$ cat src/hdl/ex_pkg.sv
// Execute stage package with widths, operator encoding, instruction,
// write-back and branch resolution types

package ex_pkg;

    // --------------------------------------------------
    // Widths
    // --------------------------------------------------
    localparam int unsigned XLEN          = 32;
    localparam int unsigned TRANS_ID_BITS = 3;
    localparam int unsigned CSR_ADDR_BITS = 12;

    // --------------------------------------------------
    // Operator encoding
    // --------------------------------------------------
    typedef enum logic [4:0] {
        // Arithmetic, logic, shift and set-less-than
        ADD, SUB, AND_OP, OR_OP, XOR_OP, SLL, SRL, SRA, SLTS, SLTU,
        // Conditional branches and indirect jump
        EQ, NE, LTS, GES, LTU, GEU, JALR,
        // CSR access
        CSR_RW,
        // Multiply
        MUL, MULH, MULHU
    } fu_op_e;

    // CSR address sits in the low bits of operand b
    typedef struct packed {
        logic [XLEN-CSR_ADDR_BITS-1:0] unused;
        logic [CSR_ADDR_BITS-1:0]      addr;
    } csr_view_t;

    typedef union packed {
        logic [XLEN-1:0] data;
        csr_view_t       csr;
    } operand_b_u;

    // Issued instruction
    typedef struct packed {
        fu_op_e                   operator;
        logic [XLEN-1:0]          operand_a;
        operand_b_u               operand_b;
        logic [XLEN-1:0]          imm;
        logic [TRANS_ID_BITS-1:0] trans_id;
    } fu_data_t;

    // --------------------------------------------------
    // Branch prediction and resolution
    // --------------------------------------------------
    typedef struct packed {
        logic            taken;
        logic [XLEN-1:0] target;
    } branch_predict_t;

    typedef struct packed {
        logic            valid;
        logic [XLEN-1:0] pc;
        logic [XLEN-1:0] target_address;
        logic            is_mispredict;
        logic            is_taken;
    } bp_resolve_t;

    // --------------------------------------------------
    // Scoreboard write-back
    // --------------------------------------------------
    typedef struct packed {
        logic                     valid;
        logic [TRANS_ID_BITS-1:0] trans_id;
        logic [XLEN-1:0]          result;
    } flu_wb_t;

endpackage

$ cat src/hdl/alu.sv
// Combinational ALU for arithmetic, logic, shift and compare operations
// with branch comparison output
`timescale 1ns/1ns

module alu (
    input  ex_pkg::fu_data_t        fu_data_i,
    output logic [ex_pkg::XLEN-1:0] result_o,
    output logic                    branch_res_o
);

    logic [ex_pkg::XLEN-1:0] op_a;
    logic [ex_pkg::XLEN-1:0] op_b;
    logic [4:0]              shamt;
    logic                    is_equal;
    logic                    less_signed;
    logic                    less_unsigned;

    assign op_a  = fu_data_i.operand_a;
    assign op_b  = fu_data_i.operand_b.data;
    assign shamt = op_b[4:0];

    // --------------------------------------------------
    // Comparisons
    // --------------------------------------------------
    assign is_equal      = (op_a == op_b);
    assign less_signed   = ($signed(op_a) < $signed(op_b));
    assign less_unsigned = (op_a < op_b);

    // Branch outcome for the six conditional branches
    always_comb begin
        case (fu_data_i.operator)
            ex_pkg::EQ:  branch_res_o = is_equal;
            ex_pkg::NE:  branch_res_o = ~is_equal;
            ex_pkg::LTS: branch_res_o = less_signed;
            ex_pkg::GES: branch_res_o = ~less_signed;
            ex_pkg::LTU: branch_res_o = less_unsigned;
            ex_pkg::GEU: branch_res_o = ~less_unsigned;
            default:     branch_res_o = 1'b0;
        endcase
    end

    // --------------------------------------------------
    // Result
    // --------------------------------------------------
    always_comb begin
        case (fu_data_i.operator)
            ex_pkg::ADD: begin
                result_o = op_a + op_b;
            end
            ex_pkg::SUB: begin
                result_o = op_a - op_b;
            end
            ex_pkg::AND_OP: begin
                result_o = op_a & op_b;
            end
            ex_pkg::OR_OP: begin
                result_o = op_a | op_b;
            end
            ex_pkg::XOR_OP: begin
                result_o = op_a ^ op_b;
            end
            ex_pkg::SLL: begin
                result_o = op_a << shamt;
            end
            ex_pkg::SRL: begin
                result_o = op_a >> shamt;
            end
            ex_pkg::SRA: begin
                // Arithmetic shift keeps the sign
                result_o = $unsigned($signed(op_a) >>> shamt);
            end
            ex_pkg::SLTS: begin
                result_o = {{(ex_pkg::XLEN-1){1'b0}}, less_signed};
            end
            ex_pkg::SLTU: begin
                result_o = {{(ex_pkg::XLEN-1){1'b0}}, less_unsigned};
            end
            default: begin
                result_o = '0;
            end
        endcase
    end

endmodule

$ cat src/hdl/branch_unit.sv
// Branch unit with target computation, link address and mispredict check
`timescale 1ns/1ns

module branch_unit (
    input  ex_pkg::fu_data_t        fu_data_i,
    input  logic [ex_pkg::XLEN-1:0] pc_i,
    input  logic                    is_compressed_instr_i,
    input  logic                    branch_valid_i,
    input  logic                    branch_comp_res_i,
    input  ex_pkg::branch_predict_t branch_predict_i,
    output logic [ex_pkg::XLEN-1:0] branch_result_o,
    output ex_pkg::bp_resolve_t     resolved_branch_o
);

    logic                    is_jalr;
    logic [ex_pkg::XLEN-1:0] target_base;
    logic [ex_pkg::XLEN-1:0] target_sum;
    logic [ex_pkg::XLEN-1:0] target;
    logic                    taken;
    logic                    target_differs;

    assign is_jalr = (fu_data_i.operator == ex_pkg::JALR);

    // --------------------------------------------------
    // Target address
    // --------------------------------------------------
    // JALR jumps relative to rs1, branches relative to pc
    assign target_base = is_jalr ? fu_data_i.operand_a : pc_i;
    assign target_sum  = target_base + fu_data_i.imm;

    // Bit 0 is cleared only for JALR
    assign target = {target_sum[ex_pkg::XLEN-1:1], target_sum[0] & ~is_jalr};

    assign taken = is_jalr | branch_comp_res_i;

    // Link address of the next sequential instruction
    assign branch_result_o = pc_i + (is_compressed_instr_i ? 32'd2 : 32'd4);

    // --------------------------------------------------
    // Resolution towards the frontend
    // --------------------------------------------------
    assign target_differs = (target != branch_predict_i.target);

    always_comb begin
        resolved_branch_o.valid          = branch_valid_i;
        resolved_branch_o.pc             = pc_i;
        resolved_branch_o.target_address = target;
        resolved_branch_o.is_taken       = taken;
        // Wrong direction, or right direction with the wrong target
        resolved_branch_o.is_mispredict  = (taken != branch_predict_i.taken)
                                         | (taken & branch_predict_i.taken & target_differs);
    end

endmodule

$ cat src/hdl/csr_buffer.sv
// One-entry buffer for the address of a pending CSR access
`timescale 1ns/1ns

module csr_buffer (
    input  logic                             clk_i,
    input  logic                             rst_ni,
    input  logic                             flush_i,
    input  ex_pkg::fu_data_t                 fu_data_i,
    input  logic                             csr_valid_i,
    input  logic                             csr_commit_i,
    output logic                             csr_ready_o,
    output logic [ex_pkg::XLEN-1:0]          csr_result_o,
    output logic [ex_pkg::CSR_ADDR_BITS-1:0] csr_addr_o
);

    logic                             full_q;
    logic [ex_pkg::CSR_ADDR_BITS-1:0] addr_q;

    // Entry stays occupied until the access commits or is flushed
    always_ff @(posedge clk_i or negedge rst_ni) begin
        if (!rst_ni) begin
            full_q <= 1'b0;
        end else if (csr_commit_i || flush_i) begin
            full_q <= 1'b0;
        end else if (csr_valid_i) begin
            full_q <= 1'b1;
        end
    end

    always_ff @(posedge clk_i) begin
        if (csr_valid_i) begin
            addr_q <= fu_data_i.operand_b.csr.addr;
        end
    end

    assign csr_ready_o  = ~full_q;
    assign csr_addr_o   = addr_q;
    // Write data goes back to the scoreboard unchanged
    assign csr_result_o = fu_data_i.operand_a;

endmodule

$ cat src/hdl/mult.sv
// Single-cycle-latency multiplier for MUL, MULH and MULHU
`timescale 1ns/1ns

module mult (
    input  logic             clk_i,
    input  logic             rst_ni,
    input  logic             flush_i,
    input  logic             mult_valid_i,
    input  ex_pkg::fu_data_t fu_data_i,
    output ex_pkg::flu_wb_t  mult_wb_o
);

    logic signed [2*ex_pkg::XLEN-1:0] product_signed;
    logic        [2*ex_pkg::XLEN-1:0] product_unsigned;
    logic        [ex_pkg::XLEN-1:0]   result_d;

    logic                             valid_q;
    logic [ex_pkg::TRANS_ID_BITS-1:0] trans_id_q;
    logic [ex_pkg::XLEN-1:0]          result_q;

    // --------------------------------------------------
    // Products
    // --------------------------------------------------
    assign product_signed = $signed({{ex_pkg::XLEN{fu_data_i.operand_a[ex_pkg::XLEN-1]}},
                                     fu_data_i.operand_a})
                          * $signed({{ex_pkg::XLEN{fu_data_i.operand_b.data[ex_pkg::XLEN-1]}},
                                     fu_data_i.operand_b.data});
    assign product_unsigned = {{ex_pkg::XLEN{1'b0}}, fu_data_i.operand_a}
                            * {{ex_pkg::XLEN{1'b0}}, fu_data_i.operand_b.data};

    // Low half is the same for signed and unsigned
    always_comb begin
        case (fu_data_i.operator)
            ex_pkg::MULH:  result_d = product_signed[2*ex_pkg::XLEN-1:ex_pkg::XLEN];
            ex_pkg::MULHU: result_d = product_unsigned[2*ex_pkg::XLEN-1:ex_pkg::XLEN];
            default:       result_d = product_unsigned[ex_pkg::XLEN-1:0];
        endcase
    end

    // --------------------------------------------------
    // Output register
    // --------------------------------------------------
    always_ff @(posedge clk_i or negedge rst_ni) begin
        if (!rst_ni) begin
            valid_q <= 1'b0;
        end else begin
            valid_q <= mult_valid_i & ~flush_i;
        end
    end

    always_ff @(posedge clk_i) begin
        if (mult_valid_i) begin
            trans_id_q <= fu_data_i.trans_id;
            result_q   <= result_d;
        end
    end

    assign mult_wb_o = '{valid: valid_q, trans_id: trans_id_q, result: result_q};

endmodule

$ cat src/hdl/flu_wb_arbiter.sv
// Fixed-priority arbiter for the shared fixed-latency write-back port
`timescale 1ns/1ns

module flu_wb_arbiter (
    input  logic                             alu_valid_i,
    input  logic                             branch_valid_i,
    input  logic                             csr_valid_i,
    input  logic [ex_pkg::TRANS_ID_BITS-1:0] trans_id_i,
    input  logic [ex_pkg::XLEN-1:0]          alu_result_i,
    input  logic [ex_pkg::XLEN-1:0]          branch_result_i,
    input  logic [ex_pkg::XLEN-1:0]          csr_result_i,
    input  ex_pkg::flu_wb_t                  mult_wb_i,
    output ex_pkg::flu_wb_t                  flu_wb_o
);

    logic comb_valid;

    // Sources that write back in their issue cycle
    assign comb_valid = alu_valid_i | branch_valid_i | csr_valid_i;

    always_comb begin
        flu_wb_o.valid = comb_valid | mult_wb_i.valid;

        // Registered multiply id unless a same-cycle source is granted
        flu_wb_o.trans_id = comb_valid ? trans_id_i : mult_wb_i.trans_id;

        // ALU > branch > CSR > multiplier
        if (alu_valid_i) begin
            flu_wb_o.result = alu_result_i;
        end else if (branch_valid_i) begin
            flu_wb_o.result = branch_result_i;
        end else if (csr_valid_i) begin
            flu_wb_o.result = csr_result_i;
        end else begin
            flu_wb_o.result = mult_wb_i.result;
        end
    end

endmodule

$ cat src/hdl/ex_stage.sv
// Execute stage top with ALU, branch unit, CSR buffer, multiplier and
// the write-back arbiter
`timescale 1ns/1ns

module ex_stage (
    input  logic                             clk_i,
    input  logic                             rst_ni,
    input  logic                             flush_i,
    input  ex_pkg::fu_data_t                 fu_data_i,
    input  logic [ex_pkg::XLEN-1:0]          pc_i,
    input  logic                             is_compressed_instr_i,
    input  logic                             alu_valid_i,
    input  logic                             branch_valid_i,
    input  logic                             csr_valid_i,
    input  logic                             mult_valid_i,
    input  ex_pkg::branch_predict_t          branch_predict_i,
    input  logic                             csr_commit_i,
    output ex_pkg::flu_wb_t                  flu_wb_o,
    output logic                             flu_ready_o,
    output ex_pkg::bp_resolve_t              resolved_branch_o,
    output logic [ex_pkg::CSR_ADDR_BITS-1:0] csr_addr_o
);

    logic [ex_pkg::XLEN-1:0] alu_result;
    logic                    alu_branch_res;
    logic [ex_pkg::XLEN-1:0] branch_result;
    logic [ex_pkg::XLEN-1:0] csr_result;
    ex_pkg::flu_wb_t         mult_wb;

    // --------------------------------------------------
    // Single-cycle units
    // --------------------------------------------------
    alu i_alu (
        .fu_data_i    ( fu_data_i      ),
        .result_o     ( alu_result     ),
        .branch_res_o ( alu_branch_res )
    );

    branch_unit i_branch_unit (
        .fu_data_i,
        .pc_i,
        .is_compressed_instr_i,
        .branch_valid_i,
        .branch_comp_res_i ( alu_branch_res    ),
        .branch_predict_i,
        .branch_result_o   ( branch_result     ),
        .resolved_branch_o ( resolved_branch_o )
    );

    // Full CSR buffer is the only source of back-pressure
    csr_buffer i_csr_buffer (
        .clk_i,
        .rst_ni,
        .flush_i,
        .fu_data_i,
        .csr_valid_i,
        .csr_commit_i,
        .csr_ready_o  ( flu_ready_o ),
        .csr_result_o ( csr_result  ),
        .csr_addr_o   ( csr_addr_o  )
    );

    // --------------------------------------------------
    // Registered multiplier and shared port
    // --------------------------------------------------
    mult i_mult (
        .clk_i,
        .rst_ni,
        .flush_i,
        .mult_valid_i,
        .fu_data_i,
        .mult_wb_o ( mult_wb )
    );

    flu_wb_arbiter i_flu_wb_arbiter (
        .alu_valid_i,
        .branch_valid_i,
        .csr_valid_i,
        .trans_id_i      ( fu_data_i.trans_id ),
        .alu_result_i    ( alu_result         ),
        .branch_result_i ( branch_result      ),
        .csr_result_i    ( csr_result         ),
        .mult_wb_i       ( mult_wb            ),
        .flu_wb_o        ( flu_wb_o           )
    );

endmodule

$ cat config.mk
export PLATFORM = sky130hd
export DESIGN_NAME = ex_stage
export DESIGN_NICKNAME = d
export VERILOG_FILES = /design/src/hdl/ex_pkg.sv /design/src/hdl/alu.sv /design/src/hdl/branch_unit.sv /design/src/hdl/csr_buffer.sv /design/src/hdl/mult.sv /design/src/hdl/flu_wb_arbiter.sv /design/src/hdl/ex_stage.sv
export SDC_FILE = /design/constraint.sdc
export NUM_CORES = 2
export LEC_CHECK = 0
export BUFFER_PORTS_ARGS = -buffer_cell sky130_fd_sc_hd__buf_2
export CAP_MARGIN = 25
export CORE_AREA = 2 2 369 335
export DETAILED_ROUTE_END_ITERATION = 16
export DIE_AREA = 0 0 371 337
export PLACE_DENSITY_LB_ADDON = 0.12
export REMOVE_ABC_BUFFERS = 1
export SYNTH_ARGS = -nofsm -noshare
export SYNTH_HDL_FRONTEND = slang
export SYNTH_SLANG_ARGS = --single-unit
$ cat constraint.sdc
create_clock -name clk_i -period 13.6 [get_ports clk_i]
set_input_delay 2.04 -clock clk_i [delete_from_list [all_inputs] [get_ports clk_i]]
set_output_delay 2.04 -clock clk_i [all_outputs]
set_load 0.02 [all_outputs]
==> tab_implementation.tex <==
\begin{tabular}{lr}
\hline
Metric & Value \\
\hline
\multicolumn{2}{l}{\textbf{STA}} \\
\quad Total negative slack for setup checks & 0 ns \\
\quad Unrepaired setup endpoints after global routing & no \\
\quad Max-slew headroom at the worst pin & 0.221 \\
\quad Clk\_skew & 0 ns \\
\quad Period utilization & 0.908 \\
\quad Minimum clock period after layout & 12.35 ns \\
\quad Worst hold-check slack & 0.552 ns \\
\quad Final Max Tran Viols & 0 \\
\quad Final Hold Fails & 0 \\
\quad Number of endpoints failing setup at the final stage & 0 \\
\quad Transition time of the tightest slew-check pin & 1.17 ns \\
\quad F\_max & 0.0810 GHz \\
\multicolumn{2}{l}{\textbf{Yosys}} \\
\quad Distinct cells, synth & 102 \\
\quad Share of flip-flops with an asynchronous set or reset & 0.0408 \\
\quad Share of synthesized cell area in and, or, nand and nor gates & 0.124 \\
\quad Number of flops mapped to enable cells by yosys & 47 \\
\quad Area of the mapped netlist & 0.0638 mm2 \\
\quad Fraction of synthesized cell area in xor and xnor cells & 0.0274 \\
\quad \#FFs+latches synth & 49 \\
\quad Main flop type after synthesis & edfxtp\_1 \\
\quad Post-synthesis compound-gate area fraction & 0.115 \\
\quad Multiplexer share of the synthesized area & 0.0212 \\
\quad Post-synthesis instance total & 7,440 \\
\quad Yosys warnings & 0 \\
\quad Dominant combinational cell family by area after synthesis & adder cells \\
\quad Sequential cell area fraction in the yosys report & 0.0229 \\
\quad Share of synthesized cell area in full adder, half adder and majority cells & 0.564 \\
\quad Post-synthesis area per instance & 8.58 um2 \\
\multicolumn{2}{l}{\textbf{Min path}} \\
\quad Worst hold-check path type & reg -> reg \\
\quad Hold Crit Depth & 2 \\
\multicolumn{2}{l}{\textbf{Finish}} \\
\quad Final net count & 9,664 \\
\quad Fraction of final layout cells sized beyond drive strength 1 & 0.0720 \\
\quad Area added between synthesis and finish & 5.17\% \\
\quad FILL cells & 11,390 \\
\multicolumn{2}{l}{\textbf{Critical path}} \\
\quad Reg-to-reg setup timing slack & 12.97 ns \\
\quad Reg2Reg Depth & 2 \\
\quad Required time of the critical path & 11.56 ns \\
\quad CP Class & in -> out \\
\quad CP max FO & 20 \\
\quad Startpoint kind of the worst setup timing path & input port \\
\quad Arrival time of data at the critical path endpoint & 10.31 ns \\
\quad Worst setup EP type & output port \\
\multicolumn{2}{l}{\textbf{Route}} \\
\quad Via Count & 56,042 \\
\quad Vias per cell & 6.15 \\
\quad DRC & 0 \\
\quad Detailed router's first-iteration violation count & 6,351 \\
\quad Final routed wirelength across all metal layers & 282 mm \\
\quad Antenna viol nets, final & 0 \\
\quad Final routed wire length divided by cell count & 30.9 um \\
\quad First-pass iteration count of the detailed router & 8 \\
\multicolumn{2}{l}{\textbf{Clock tree}} \\
\quad Hold buffers post-CTS & 0 \\
\quad Clock transition at the register clock pins on the worst setup and hold paths after CTS & 0.10 ns \\
\quad Post-cts repair resize count & 0 \\
\quad Maximum number of buffers from clock root to sink & 2 \\
\quad Setup bufs post-CTS & 0 \\
\quad Clock latency of the later-clocked register in the worst-skew pair & 0.35 ns \\
\quad TritonCTS buffer count & 5 \\
\quad Root cell of the clock tree & clkbuf\_16 \\
\quad Total number of H-tree levels & 2 \\
\quad Num Clock Sinks & 49 \\
\quad TritonCTS clock tree & built \\
\multicolumn{2}{l}{\textbf{Global routing}} \\
\quad Via count of the first global-routing pass & 57,181 \\
\quad Global Route Usage Sum & 0.456 \\
\quad Number of antenna violations at the first check in global routing & 27 \\
\quad Residual overflow from global routing & 0 \\
\quad Pin count of the biggest net entering global routing & 73 \\
\quad Global-route wire length before repair & 405 mm \\
\multicolumn{2}{l}{\textbf{Floorplan}} \\
\quad Row count & 122 \\
\quad Initial core utilization & 0.524 \\
\quad I/O pin total & 294 \\
\quad Die extent in x & 371 um \\
\quad Area of the die & 0.125 mm2 \\
\quad Core ar. & 0.122 mm2 \\
\quad Die height & 337 um \\
\multicolumn{2}{l}{\textbf{Placement}} \\
\quad HPWL reported at the end of detailed placement & 231 mm \\
\quad Total of buffers placed on input and output ports & 293 \\
\quad Routability congestion estimate from global placement & 1.06 \\
\multicolumn{2}{l}{\textbf{Flow run}} \\
\quad Number of maximum-capacitance violations & 0 \\
\multicolumn{2}{l}{\textbf{Status}} \\
\quad Outcome & completed \\
\hline
\end{tabular}
## per-layer routing
| layer | vias to the layer above | global-route usage | share of wire |
|---|---|---|---|
| li1 | 23143 | - | - |
| met5 | - | 0 | 0.00082 |
| met3 | 713 | 0.186 | 0.15 |
| met2 | 3879 | 0.638 | 0.40 |
| met1 | 28269 | 0.608 | 0.39 |
| met4 | 38 | 0.230 | 0.063 |
## final timing paths
path | startpoint | end
hold reg to reg | i_csr_buffer.full_q | i_csr_buffer.full_q
setup / recovery | fu_data_i[43] | resolved_branch_o[1]
setup reg to reg | i_csr_buffer.full_q | i_csr_buffer.full_q
hold / removal | i_csr_buffer.full_q | i_csr_buffer.full_q
max in group asynchronous | rst_ni | i_mult.valid_q
min in group asynchronous | rst_ni | i_csr_buffer.full_q
## cell usage in the layout (no fill, tap or decap), types with 21 or more instances in the layout
cell type	synthesis	routed
inv_1	1671	1664
fa_1	1475	1475
nor2_1	813	812
nand2_1	704	704
ha_1	516	516
buf_2	9	288
a21oi_1	283	283
o21ai_0	252	252
buf_4	34	157
a21o_1	119	119
xnor2_1	117	117
mux2i_1	90	90
xor2_1	80	80
nor3_1	68	66
nand3_1	63	62
edfxtp_1	47	47
nand2b_1	46	46
o22ai_1	40	40
o211ai_1	38	38
nand4_1	37	37
a211oi_1	37	37
a221oi_1	34	34
o221ai_1	33	33
clkinv_1	27	31
o21bai_1	30	30
and3_1	29	29
a22oi_1	27	27
a211o_1	25	25
o21a_1	24	24
nor4_1	21	21
a31oi_1	21	21
## cell type report
cell class / count / area (um2) / area share
Multi-Input combinational cell: 5288 / 54300 / 0.810
Inverter: 1702 / 6390 / 0.0952
Timing Repair Buffer: 449 / 2710 / 0.0404
Tap cell: 1612 / 2020 / 0.0301
Sequential cell: 49 / 1460 / 0.0218
Clock buffer: 5 / 125 / 0.00186
Clock inverter: 3 / 43.8 / 0.000653
Antenna cell: 10 / 25.0 / 0.000373
## Yosys cell counts, types with 16 or more instances
cell type  instances  area [um2]
o21bai_1          30         225
o21a_1            24         180
a211o_1           25         219
edfxtp_1          47        1410
clkbuf_1         276        1040
o21ai_0          252        1260
xor2_1            80         701
clkinv_1          27         101
inv_1           1671        6270
a31oi_1           21         131
fa_1            1475       29500
and2_1            16         100
nor2_1           813        3050
a21oi_1          283        1420
mux2i_1           90         901
o22ai_1           40         250
xnor2_1          117        1020
or3_1             20         125
nand2b_1          46         288
nand3_1           63         315
o211ai_1          38         285
nor2b_1           17         106
ha_1             516        6460
nand2_1          704        2640
nand4_1           37         231
mux4_2            17         383
nor3_1            68         340
nor4_1            21         131
a221oi_1          34         298
o221ai_1          33         289
and3_1            29         181
buf_1             81         304
a22oi_1           27         203
buf_4             34         255
a21o_1           119         893
a221o_1           18         180
a211oi_1          37         278
## per-stage QoR
step / instances / setup WS, ns / util / area, um2
6_report: 9118 / 1.25 / 0.552 / 67100
5_1_grt: 9108 / 0.795 / 0.551 / 67100
4_1_cts: 9105 / 1.62 / 0.551 / 67000
3_5_place_dp: 9097 / 1.49 / 0.549 / 66800
3_3_place_gp: 9095 / 1.41 / 0.549 / 66800
2_1_floorplan: 7039 / 3.08 / - / 62200
## critical path: stages
cell,delay [ns]
buf_2,0.49
clkinv_1,1.09
ha_1,0.90
nor4_1,0.15
a221oi_2,0.51
o31ai_1,0.13
buf_4,0.18
a211o_1,0.40
a2111oi_1,0.83
o21a_1,0.26
o211ai_1,0.09
a31oi_1,0.24
ha_1,0.29
a2111oi_0,0.34
o311ai_0,0.24
nor4bb_1,0.29
o2111ai_1,0.14
a2111oi_0,0.43
nand4_1,0.14
nor4_1,0.44
nand4_1,0.18
nor4_2,0.17
a31oi_1,0.12
buf_2,0.17
## sequential cells by signal (all words and copies together), names as in the netlist
name / flops
i_csr_buffer.csr_addr_o: 12
i_mult.valid_q: 1
i_csr_buffer.full_q: 1
i_mult.trans_id_q: 3
i_mult.result_q: 32
## cell families after synthesis
logic type / count (synthesis)
flops: 49
fa+ha+maj: 1991
mux: 113
buf+inv: 2103
simple gates: 1881
xor+xnor: 198
compound gates: 1105
Power is not shown: default switching activity piles up to over one toggle a cycle in this logic, so the estimate is an artifact.
